===== src/design/airHockey_consts.svh =====
`ifndef AIRHOCKEY_CONSTS_SVH
`define AIRHOCKEY_CONSTS_SVH

//////////////////////////////
// Playfield geometry
//////////////////////////////

// OLED size in pixels
`define SCREEN_W       96
`define SCREEN_H       64

// Paddle spans centre-7 .. centre+6, 14 rows
`define PADDLE_HALF    7
// Gap between screen edge and paddle centre column
`define BORDER         3
// Largest paddle step per tick
`define PIXEL_MOVE     3

// Legal range of paddle centre rows
`define PADDLE_Y_MIN   7
`define PADDLE_Y_MAX   57
`define PADDLE_Y_HOME  32

// Serve point of the puck
`define PUCK_X_HOME    48
`define PUCK_Y_HOME    32

//////////////////////////////
// RGB565 colours
//////////////////////////////

`define COL_PUCK       16'hFFFF
`define COL_USER       16'hF800
`define COL_AUDIO      16'h001F
`define COL_BG         16'h0000

`endif


===== src/design/airHockeyPkg.sv =====
package airHockeyPkg;

    //////////////////////////////
    // Screen coordinates
    //////////////////////////////

    // Column 0..95
    typedef logic [6:0] xCoordT;
    // Row 0..63
    typedef logic [5:0] yCoordT;

    //////////////////////////////
    // Game objects
    //////////////////////////////

    // Paddle centre, x column is fixed per side
    typedef struct packed {
        xCoordT x;
        yCoordT y;
    } paddlePosT;

    // Puck position and travel direction
    typedef struct packed {
        xCoordT x;
        yCoordT y;
        logic   dxPos;  // 1 = moving right
        logic   dyPos;  // 1 = moving down
    } puckStateT;

    // Goal counter, saturates at 15
    typedef logic [3:0] scoreT;

    // One RGB565 pixel
    typedef logic [15:0] pixelColorT;

endpackage


===== src/design/airHockeyPaddles.sv =====
`timescale 1ns/1ps
`include "airHockey_consts.svh"

module airHockeyPaddles (
    input  logic                   clkPaddle,
    input  logic                   rstN,
    input  logic                   btnU,
    input  logic                   btnD,
    input  logic                   sw15,
    input  logic [3:0]             num,
    input  airHockeyPkg::xCoordT   x,
    input  airHockeyPkg::yCoordT   y,
    output airHockeyPkg::paddlePosT userPaddle,
    output airHockeyPkg::paddlePosT audioPaddle,
    output logic                   userPaddleAppear,
    output logic                   audioPaddleAppear
);
    import airHockeyPkg::*;

    // Fixed centre columns, 3 and 92
    localparam xCoordT USER_X  = xCoordT'(`BORDER);
    localparam xCoordT AUDIO_X = xCoordT'(`SCREEN_W - 1 - `BORDER);
    // Paddle is 3 columns wide
    localparam xCoordT HALF_W  = 7'd1;
    localparam yCoordT HALF_H  = yCoordT'(`PADDLE_HALF);
    localparam yCoordT STEP    = yCoordT'(`PIXEL_MOVE);
    localparam yCoordT Y_MIN   = yCoordT'(`PADDLE_Y_MIN);
    localparam yCoordT Y_MAX   = yCoordT'(`PADDLE_Y_MAX);
    localparam yCoordT Y_HOME  = yCoordT'(`PADDLE_Y_HOME);

    // Centre rows, the only paddle state
    yCoordT userY;
    yCoordT audioY;

    yCoordT userYNext;
    yCoordT audioYNext;
    yCoordT audioTarget;
    yCoordT audioGap;

    // Pixel inside the 3x14 box around a centre
    function automatic logic inPaddle(input paddlePosT p, input xCoordT px,
                                      input yCoordT py);
        logic inCols;
        logic inRows;
        inCols = (px >= p.x - HALF_W) && (px <= p.x + HALF_W);
        // Centre never below 7 or above 57, so no wrap here
        inRows = (py >= p.y - HALF_H) && (py <= p.y + HALF_H - 6'd1);
        return inCols && inRows;
    endfunction

    //////////////////////////////
    // User paddle
    //////////////////////////////

    always_comb begin
        userYNext = userY;
        // Up beats down when both pressed
        if (btnU) begin
            userYNext = (userY >= Y_MIN + STEP) ? userY - STEP : Y_MIN;
        end else if (btnD) begin
            userYNext = (userY + STEP <= Y_MAX) ? userY + STEP : Y_MAX;
        end
    end

    //////////////////////////////
    // Audio paddle
    //////////////////////////////

    // Target row 7 + 3*num, so 7..52
    assign audioTarget = Y_MIN + yCoordT'(num) * STEP;

    always_comb begin
        audioYNext = audioY;
        audioGap   = '0;
        // Close in by min(3, distance)
        if (audioTarget > audioY) begin
            audioGap   = audioTarget - audioY;
            audioYNext = audioY + ((audioGap > STEP) ? STEP : audioGap);
        end else if (audioTarget < audioY) begin
            audioGap   = audioY - audioTarget;
            audioYNext = audioY - ((audioGap > STEP) ? STEP : audioGap);
        end
    end

    // Restart switch overrides all movement
    always_ff @(posedge clkPaddle or negedge rstN) begin
        if (!rstN) begin
            userY  <= Y_HOME;
            audioY <= Y_HOME;
        end else if (sw15) begin
            userY  <= Y_HOME;
            audioY <= Y_HOME;
        end else begin
            userY  <= userYNext;
            audioY <= audioYNext;
        end
    end

    assign userPaddle  = '{x: USER_X, y: userY};
    assign audioPaddle = '{x: AUDIO_X, y: audioY};

    // Hit flags for the renderer, no latency
    assign userPaddleAppear  = inPaddle(userPaddle, x, y);
    assign audioPaddleAppear = inPaddle(audioPaddle, x, y);

endmodule


===== src/design/airHockeyPuck.sv =====
`timescale 1ns/1ps
`include "airHockey_consts.svh"

module airHockeyPuck (
    input  logic                    clkPaddle,
    input  logic                    rstN,
    input  logic                    sw15,
    input  airHockeyPkg::xCoordT    x,
    input  airHockeyPkg::yCoordT    y,
    input  airHockeyPkg::paddlePosT userPaddle,
    input  airHockeyPkg::paddlePosT audioPaddle,
    output airHockeyPkg::puckStateT puckState,
    output logic                    puckAppear,
    output airHockeyPkg::scoreT     scoreUser,
    output airHockeyPkg::scoreT     scoreAudio
);
    import airHockeyPkg::*;

    localparam xCoordT X_HOME  = xCoordT'(`PUCK_X_HOME);
    localparam yCoordT Y_HOME  = yCoordT'(`PUCK_Y_HOME);
    localparam xCoordT X_LAST  = xCoordT'(`SCREEN_W - 1);
    localparam yCoordT Y_LAST  = yCoordT'(`SCREEN_H - 1);
    localparam yCoordT HALF_H  = yCoordT'(`PADDLE_HALF);
    // Puck rebounds two columns in front of a paddle centre
    localparam xCoordT REBOUND = 7'd2;
    localparam scoreT  SCORE_MAX = 4'd15;
    // Serve after reset or restart goes right and down
    localparam puckStateT PUCK_HOME = '{x: X_HOME, y: Y_HOME, dxPos: 1'b1, dyPos: 1'b1};

    puckStateT puckNext;
    scoreT     scoreUserNext;
    scoreT     scoreAudioNext;
    logic      dxNext;
    logic      dyNext;

    logic goalAudio;
    logic goalUser;
    logic hitUser;
    logic hitAudio;
    logic hitWall;

    // Puck row inside the 14-row span of a paddle centre
    function automatic logic rowInSpan(input yCoordT centre, input yCoordT row);
        return (row >= centre - HALF_H) && (row <= centre + HALF_H - 6'd1);
    endfunction

    function automatic scoreT satInc(input scoreT s);
        return (s == SCORE_MAX) ? s : s + 4'd1;
    endfunction

    //////////////////////////////
    // Event detection
    //////////////////////////////

    // Leaving at the left edge, point to audio side
    assign goalAudio = !puckState.dxPos && (puckState.x == '0);
    // Leaving at the right edge, point to user side
    assign goalUser  = puckState.dxPos && (puckState.x == X_LAST);

    // Paddle positions from before the edge
    assign hitUser  = !puckState.dxPos
                   && (puckState.x == userPaddle.x + REBOUND)
                   && rowInSpan(userPaddle.y, puckState.y);
    assign hitAudio = puckState.dxPos
                   && (puckState.x == audioPaddle.x - REBOUND)
                   && rowInSpan(audioPaddle.y, puckState.y);

    // Top and bottom walls
    assign hitWall = (!puckState.dyPos && (puckState.y == '0))
                  || (puckState.dyPos && (puckState.y == Y_LAST));

    //////////////////////////////
    // Next state, rules in order
    //////////////////////////////

    always_comb begin
        puckNext       = puckState;
        scoreUserNext  = scoreUser;
        scoreAudioNext = scoreAudio;
        dxNext         = puckState.dxPos ^ (hitUser || hitAudio);
        dyNext         = puckState.dyPos ^ hitWall;
        if (sw15) begin
            puckNext       = PUCK_HOME;
            scoreUserNext  = '0;
            scoreAudioNext = '0;
        end else if (goalAudio) begin
            // Serve toward the user side, vertical kept
            puckNext.x     = X_HOME;
            puckNext.y     = Y_HOME;
            puckNext.dxPos = 1'b0;
            scoreAudioNext = satInc(scoreAudio);
        end else if (goalUser) begin
            puckNext.x     = X_HOME;
            puckNext.y     = Y_HOME;
            puckNext.dxPos = 1'b1;
            scoreUserNext  = satInc(scoreUser);
        end else begin
            // Step one pixel along the updated directions
            puckNext.dxPos = dxNext;
            puckNext.dyPos = dyNext;
            puckNext.x     = dxNext ? puckState.x + 7'd1 : puckState.x - 7'd1;
            puckNext.y     = dyNext ? puckState.y + 6'd1 : puckState.y - 6'd1;
        end
    end

    always_ff @(posedge clkPaddle or negedge rstN) begin
        if (!rstN) begin
            puckState  <= PUCK_HOME;
            scoreUser  <= '0;
            scoreAudio <= '0;
        end else begin
            puckState  <= puckNext;
            scoreUser  <= scoreUserNext;
            scoreAudio <= scoreAudioNext;
        end
    end

    // Single pixel puck
    assign puckAppear = (x == puckState.x) && (y == puckState.y);

endmodule


===== src/design/airHockeyRenderer.sv =====
`timescale 1ns/1ps
`include "airHockey_consts.svh"

module airHockeyRenderer (
    input  logic                     puckAppear,
    input  logic                     userPaddleAppear,
    input  logic                     audioPaddleAppear,
    output airHockeyPkg::pixelColorT pixelColor
);
    import airHockeyPkg::*;

    //////////////////////////////
    // Palette
    //////////////////////////////

    // White puck
    localparam pixelColorT PUCK_COL  = `COL_PUCK;
    // Red for the button player
    localparam pixelColorT USER_COL  = `COL_USER;
    // Blue for the volume player
    localparam pixelColorT AUDIO_COL = `COL_AUDIO;
    // Black field
    localparam pixelColorT BG_COL    = `COL_BG;

    //////////////////////////////
    // Priority select
    //////////////////////////////

    // Purely combinational, same cycle as the coordinate
    always_comb begin
        // Puck on top so it shows over a paddle
        if (puckAppear) begin
            pixelColor = PUCK_COL;
        end else if (userPaddleAppear) begin
            pixelColor = USER_COL;
        end else if (audioPaddleAppear) begin
            // Paddles never overlap, order here is arbitrary
            pixelColor = AUDIO_COL;
        end else begin
            pixelColor = BG_COL;
        end
    end

endmodule


===== src/design/airHockeyTop.sv =====
`timescale 1ns/1ps

module airHockeyTop (
    input  logic                    clkPaddle,
    input  logic                    rstN,
    input  logic                    btnU,
    input  logic                    btnD,
    input  logic                    sw15,
    input  logic [3:0]              num,
    input  airHockeyPkg::xCoordT    x,
    input  airHockeyPkg::yCoordT    y,
    output airHockeyPkg::pixelColorT pixelColor,
    output airHockeyPkg::paddlePosT userPaddle,
    output airHockeyPkg::paddlePosT audioPaddle,
    output airHockeyPkg::puckStateT puckState,
    output airHockeyPkg::scoreT     scoreUser,
    output airHockeyPkg::scoreT     scoreAudio
);

    // Per-pixel hit flags into the renderer
    logic userPaddleAppear;
    logic audioPaddleAppear;
    logic puckAppear;

    //////////////////////////////
    // Game state
    //////////////////////////////

    // Buttons and volume drive the paddles
    airHockeyPaddles uPaddles (
        .clkPaddle        (clkPaddle),
        .rstN             (rstN),
        .btnU             (btnU),
        .btnD             (btnD),
        .sw15             (sw15),
        .num              (num),
        .x                (x),
        .y                (y),
        .userPaddle       (userPaddle),
        .audioPaddle      (audioPaddle),
        .userPaddleAppear (userPaddleAppear),
        .audioPaddleAppear(audioPaddleAppear)
    );

    // Puck bounces off the registered paddle positions
    airHockeyPuck uPuck (
        .clkPaddle  (clkPaddle),
        .rstN       (rstN),
        .sw15       (sw15),
        .x          (x),
        .y          (y),
        .userPaddle (userPaddle),
        .audioPaddle(audioPaddle),
        .puckState  (puckState),
        .puckAppear (puckAppear),
        .scoreUser  (scoreUser),
        .scoreAudio (scoreAudio)
    );

    //////////////////////////////
    // Display path
    //////////////////////////////

    airHockeyRenderer uRenderer (
        .puckAppear       (puckAppear),
        .userPaddleAppear (userPaddleAppear),
        .audioPaddleAppear(audioPaddleAppear),
        .pixelColor       (pixelColor)
    );

endmodule


===== config.mk =====
export PLATFORM = sky130hd
export DESIGN_NAME = airHockeyTop
export DESIGN_NICKNAME = d
export VERILOG_FILES = /design/src/design/airHockeyPkg.sv /design/src/design/airHockeyPaddles.sv /design/src/design/airHockeyPuck.sv /design/src/design/airHockeyRenderer.sv /design/src/design/airHockeyTop.sv
export VERILOG_INCLUDE_DIRS = /design/src /design/src/design
export SDC_FILE = /design/constraint.sdc
export NUM_CORES = 1
export LEC_CHECK = 0
export BUFFER_PORTS_ARGS = -buffer_cell sky130_fd_sc_hd__buf_4
export CAP_MARGIN = 0
export CORE_MARGIN = 2
export CORE_UTILIZATION = 53
export CTS_CLUSTER_SIZE = 10
export DETAILED_ROUTE_END_ITERATION = 10
export MAX_ROUTING_LAYER = met4
export PLACE_DENSITY = 0.81
export SYNTH_ARGS = -nofsm -noshare
export SYNTH_HDL_FRONTEND = slang
export SYNTH_HIERARCHICAL = 1
export SYNTH_SLANG_ARGS = --single-unit

===== constraint.sdc =====
create_clock -name clkPaddle -period 4.6 [get_ports clkPaddle]
set_clock_uncertainty 0.05 [all_clocks]
set_input_delay 0.46 -clock clkPaddle [delete_from_list [all_inputs] [get_ports clkPaddle]]
set_output_delay 0.46 -clock clkPaddle [all_outputs]
set_load 0.005 [all_outputs]

==> impl_metrics.tcl <==
set metrics [dict create \
    status "finished with violations" \
    hold_path_class "in2async" \
    vias_per_cell 5.717 \
    cts_tree "done" \
    grt_pass1_wl_microns 23190 \
    path_clk_slew_ns 0.08 \
    syn_avg_cell_area_sq_um 8.427 \
    final.period_utilization 1.023 \
    ant_nets 0 \
    startpoint_type "input port" \
    final-seq-area_sq_um 884.6 \
    start_util 0.5387 \
    grt-ovfl-total 0 \
    grt_max_degree 36 \
    endpoint_kind "flop" \
    first_pass_iters 4 \
    die_w_microns 106.0 \
    power_mw 3.190 \
    rows 37 \
    synth_warnings 6 \
    maxSlewHeadroom 0.5612 \
    synth_cell_types 73 \
    setup_viol 1 \
    grt_use_total 0.2587 \
    synth.ff_latch_count 35 \
    async_flop_share 1.000 \
    finalHoldViolations 0 \
    core_sq_um 10230 \
    drc_errors 0 \
    cp.required_ns 4.78 \
    ys.flop_type "dfrtp_1" \
    fillCellCount 856 \
    dp_hpwl_microns 10820 \
    place_congestion 0.9149 \
    synth.top_cells.by_count "99 x ha_1, 53 x nor2_1, 46 x xnor2_1, 45 x inv_1" \
    maxCapViolCount 0 \
    cts_sinks 35 \
    io_pins 87 \
    final_max_slew_viol_count 0 \
    crit_type "in2reg" \
    vias 5014 \
    worst_pin_slew_ns 0.6583 \
    rsz0062_at_grt "true" \
    numCtsBuffers 5 \
    fin_ws_ns -0.1044 \
    synth_area_sq_um 5512 \
    antenna_found_initial 0 \
    clock_path_buffers 2 \
    min_period_ns 4.704 \
    nets 865 \
    synth-seq-area-share 0.1605 \
    worstSkewPairLatency_ns 0.30 \
    reg2reg_slack_ns 0.26 \
    vdd_drop_max_v 0.0002824 \
    diodes 0 \
    cellLeakagePower_nw 3.222 \
    drive_gt1_frac 0.2497 \
    multi_input_area_sq_um 4377 \
    yosys.cell_count.top_type "ha_1" \
    fp.dieH_microns 106.0 \
    yosys.area.top_type "ha_1" \
    io_buffers 72 \
    synthTopCellsByArea "ha_1 22%, dfrtp_1 13%, xnor2_1 7.3%, xor2_1 5.6%, buf_4 4.1%" \
    cp_max_fo 3 \
    synthCells 654 \
    dieArea_sq_um 11230 \
    cts_max_level 2 \
    first_iter_violations 227 \
    synth_top_area_frac 0.2247 \
    power_density_nw_per_um2 483.6 \
    cts_root_buffer "clkbuf_8" \
    wl_microns 14470 \
    wire_per_inst_microns 16.50 \
    fmax_ghz 0.2126 \
    final_util 0.6447 \
    arrival_ns 4.89 \
    syn_to_final_growth_pct 19.68 \
    synth_edf_count 0 \
    failed_checks "setup timing" \
    grt_pass1_vias 4940 \
]
## registers in the layout, indices dropped and copies added, names as in the netlist
signal	cells
uPuck/scoreUser	4
uPaddles/userY	6
uPuck/scoreAudio	4
uPuck/puckState	15
uPaddles/audioY	6
## per-stage QoR
| step | hold slack, ns | std cells | setup TNS [ns] | setup WS, ns | cell area [sq um] |
|---|---|---|---|---|---|
| finish | 0.05714 | 877 | -0.1044 | -0.1044 | 6596 |
| global route | 0.09199 | 877 | -0.2930 | -0.2805 | 6596 |
| floorplan | 0.1144 | 666 | -0.4020 | -0.4020 | 5598 |
| CTS | 0.07448 | 876 | -0.08728 | -0.08728 | 6450 |
| detailed placement | 0.4012 | 861 | -0.4802 | -0.4802 | 6226 |
| global placement | 0.3965 | 861 | -0.3691 | -0.3691 | 6226 |
## cell families after synthesis
| logic type | count (synthesis) | synth area share |
|---|---|---|
| AND/OR/NAND/NOR | 194 | 0.1907 |
| AO/OA/AOI/OAI | 138 | 0.1741 |
| adder cells (fa/ha/maj) | 103 | 0.2393 |
| buffers and inverters | 94 | 0.09239 |
| XOR/XNOR | 81 | 0.1287 |
| flip-flops | 35 | 0.1605 |
| multiplexers | 7 | 0.01294 |
| other | 2 | 0.001363 |
## worst max-delay path, cell delays in order
cell	delay, ns
buf_6	0.10
inv_4	0.07
ha_4	0.20
inv_2	0.06
ha_4	0.19
a21o_1	0.18
a21oi_2	0.20
xnor2_2	0.17
ha_4	0.24
or3_4	0.40
a221oi_4	0.31
and2_1	0.17
ha_1	0.23
o22a_1	0.22
inv_2	0.07
ha_4	0.18
nor2b_4	0.12
o31a_1	0.26
o21ai_2	0.20
nand2b_4	0.07
or4b_4	0.52
o211ai_2	0.07
and4b_1	0.21
## area by class of cell
class	count	share of cell area
timing repair buffer	116	0.1349
tap	136	0.02580
inverter	45	0.02675
sequential	35	0.1341
multi-input combinational	537	0.6635
clock buffer	6	0.01252
clock inverter	2	0.002466
## repair_timing
action / CTS / global route
setup buffers: 7 / 2
resized for setup: 18 / 30
hold buffers: 0 / 0
pin swaps: 18 / 21
endpoints found under the setup margin: 1 / 2
## cells in the final DEF, fill, tap and decap left out, drive strengths merged, types with 3 or more instances in the layout
| cell type | synthesis | routed |
|---|---|---|
| and3 | 6 | 6 |
| ha | 99 | 99 |
| a21oi | 36 | 36 |
| a211oi | 14 | 14 |
| o211ai | 3 | 3 |
| o22ai | 5 | 5 |
| or3 | 9 | 9 |
| nor3 | 12 | 12 |
| nand2 | 31 | 31 |
| nand3b | 9 | 9 |
| a211o | 4 | 4 |
| buf | 40 | 116 |
| nand3 | 10 | 10 |
| nand4b | 4 | 4 |
| inv | 45 | 45 |
| nor2 | 54 | 54 |
| and2 | 4 | 4 |
| a31oi | 6 | 6 |
| o21ai | 23 | 23 |
| a22oi | 3 | 3 |
| o21a | 3 | 3 |
| xnor2 | 46 | 46 |
| dfstp | 7 | 7 |
| a221oi | 3 | 3 |
| dfrtp | 28 | 28 |
| nand2b | 16 | 16 |
| nor4 | 7 | 7 |
| fa | 4 | 4 |
| a21o | 20 | 20 |
| nand4 | 9 | 9 |
| xor2 | 35 | 35 |
| nor2b | 9 | 9 |
| or2 | 3 | 3 |
| clkbuf | 9 | 6 |
| conb | 2 | 14 |
| or4 | 3 | 3 |
| mux2i | 6 | 6 |
## per-layer routing
layer / global-route usage / up-vias / wire [microns]
li1: - / 2450 / -
met1: 0.3124 / 2374 / 6084
met2: 0.4516 / 165 / 7317
met3: 0.03066 / 25 / 738
met4: 0.08271 / 0 / 333
met5: - / - / 0
## where the power goes
| group | internal (mW) | switching, mW |
|---|---|---|
| Clock | 0.122 | 0.131 |
| Combinational | 1.19 | 1.22 |
| Sequential | 0.377 | 0.143 |
| Total | 1.69 | 1.50 |
## final timing paths
check	start	endpoint	cells after the start
hold / removal	rstN	uPaddles/userY[2]$_DFFE_PN0P_	1
setup / recovery	num[1]	uPaddles/audioY[5]$_DFFE_PN1P_	23
hold reg to reg	uPuck/scoreUser[3]$_DFFE_PN0P_	uPuck/scoreUser[3]$_DFFE_PN0P_	2
max in group asynchronous	rstN	uPaddles/audioY[5]$_DFFE_PN1P_	1
setup reg to reg	uPaddles/audioY[0]$_DFFE_PN0P_	uPaddles/audioY[5]$_DFFE_PN1P_	19
min in group clkPaddle	btnU	uPaddles/userY[3]$_DFFE_PN0P_	2
No activity file was read; power rests on OpenSTA's default activity.
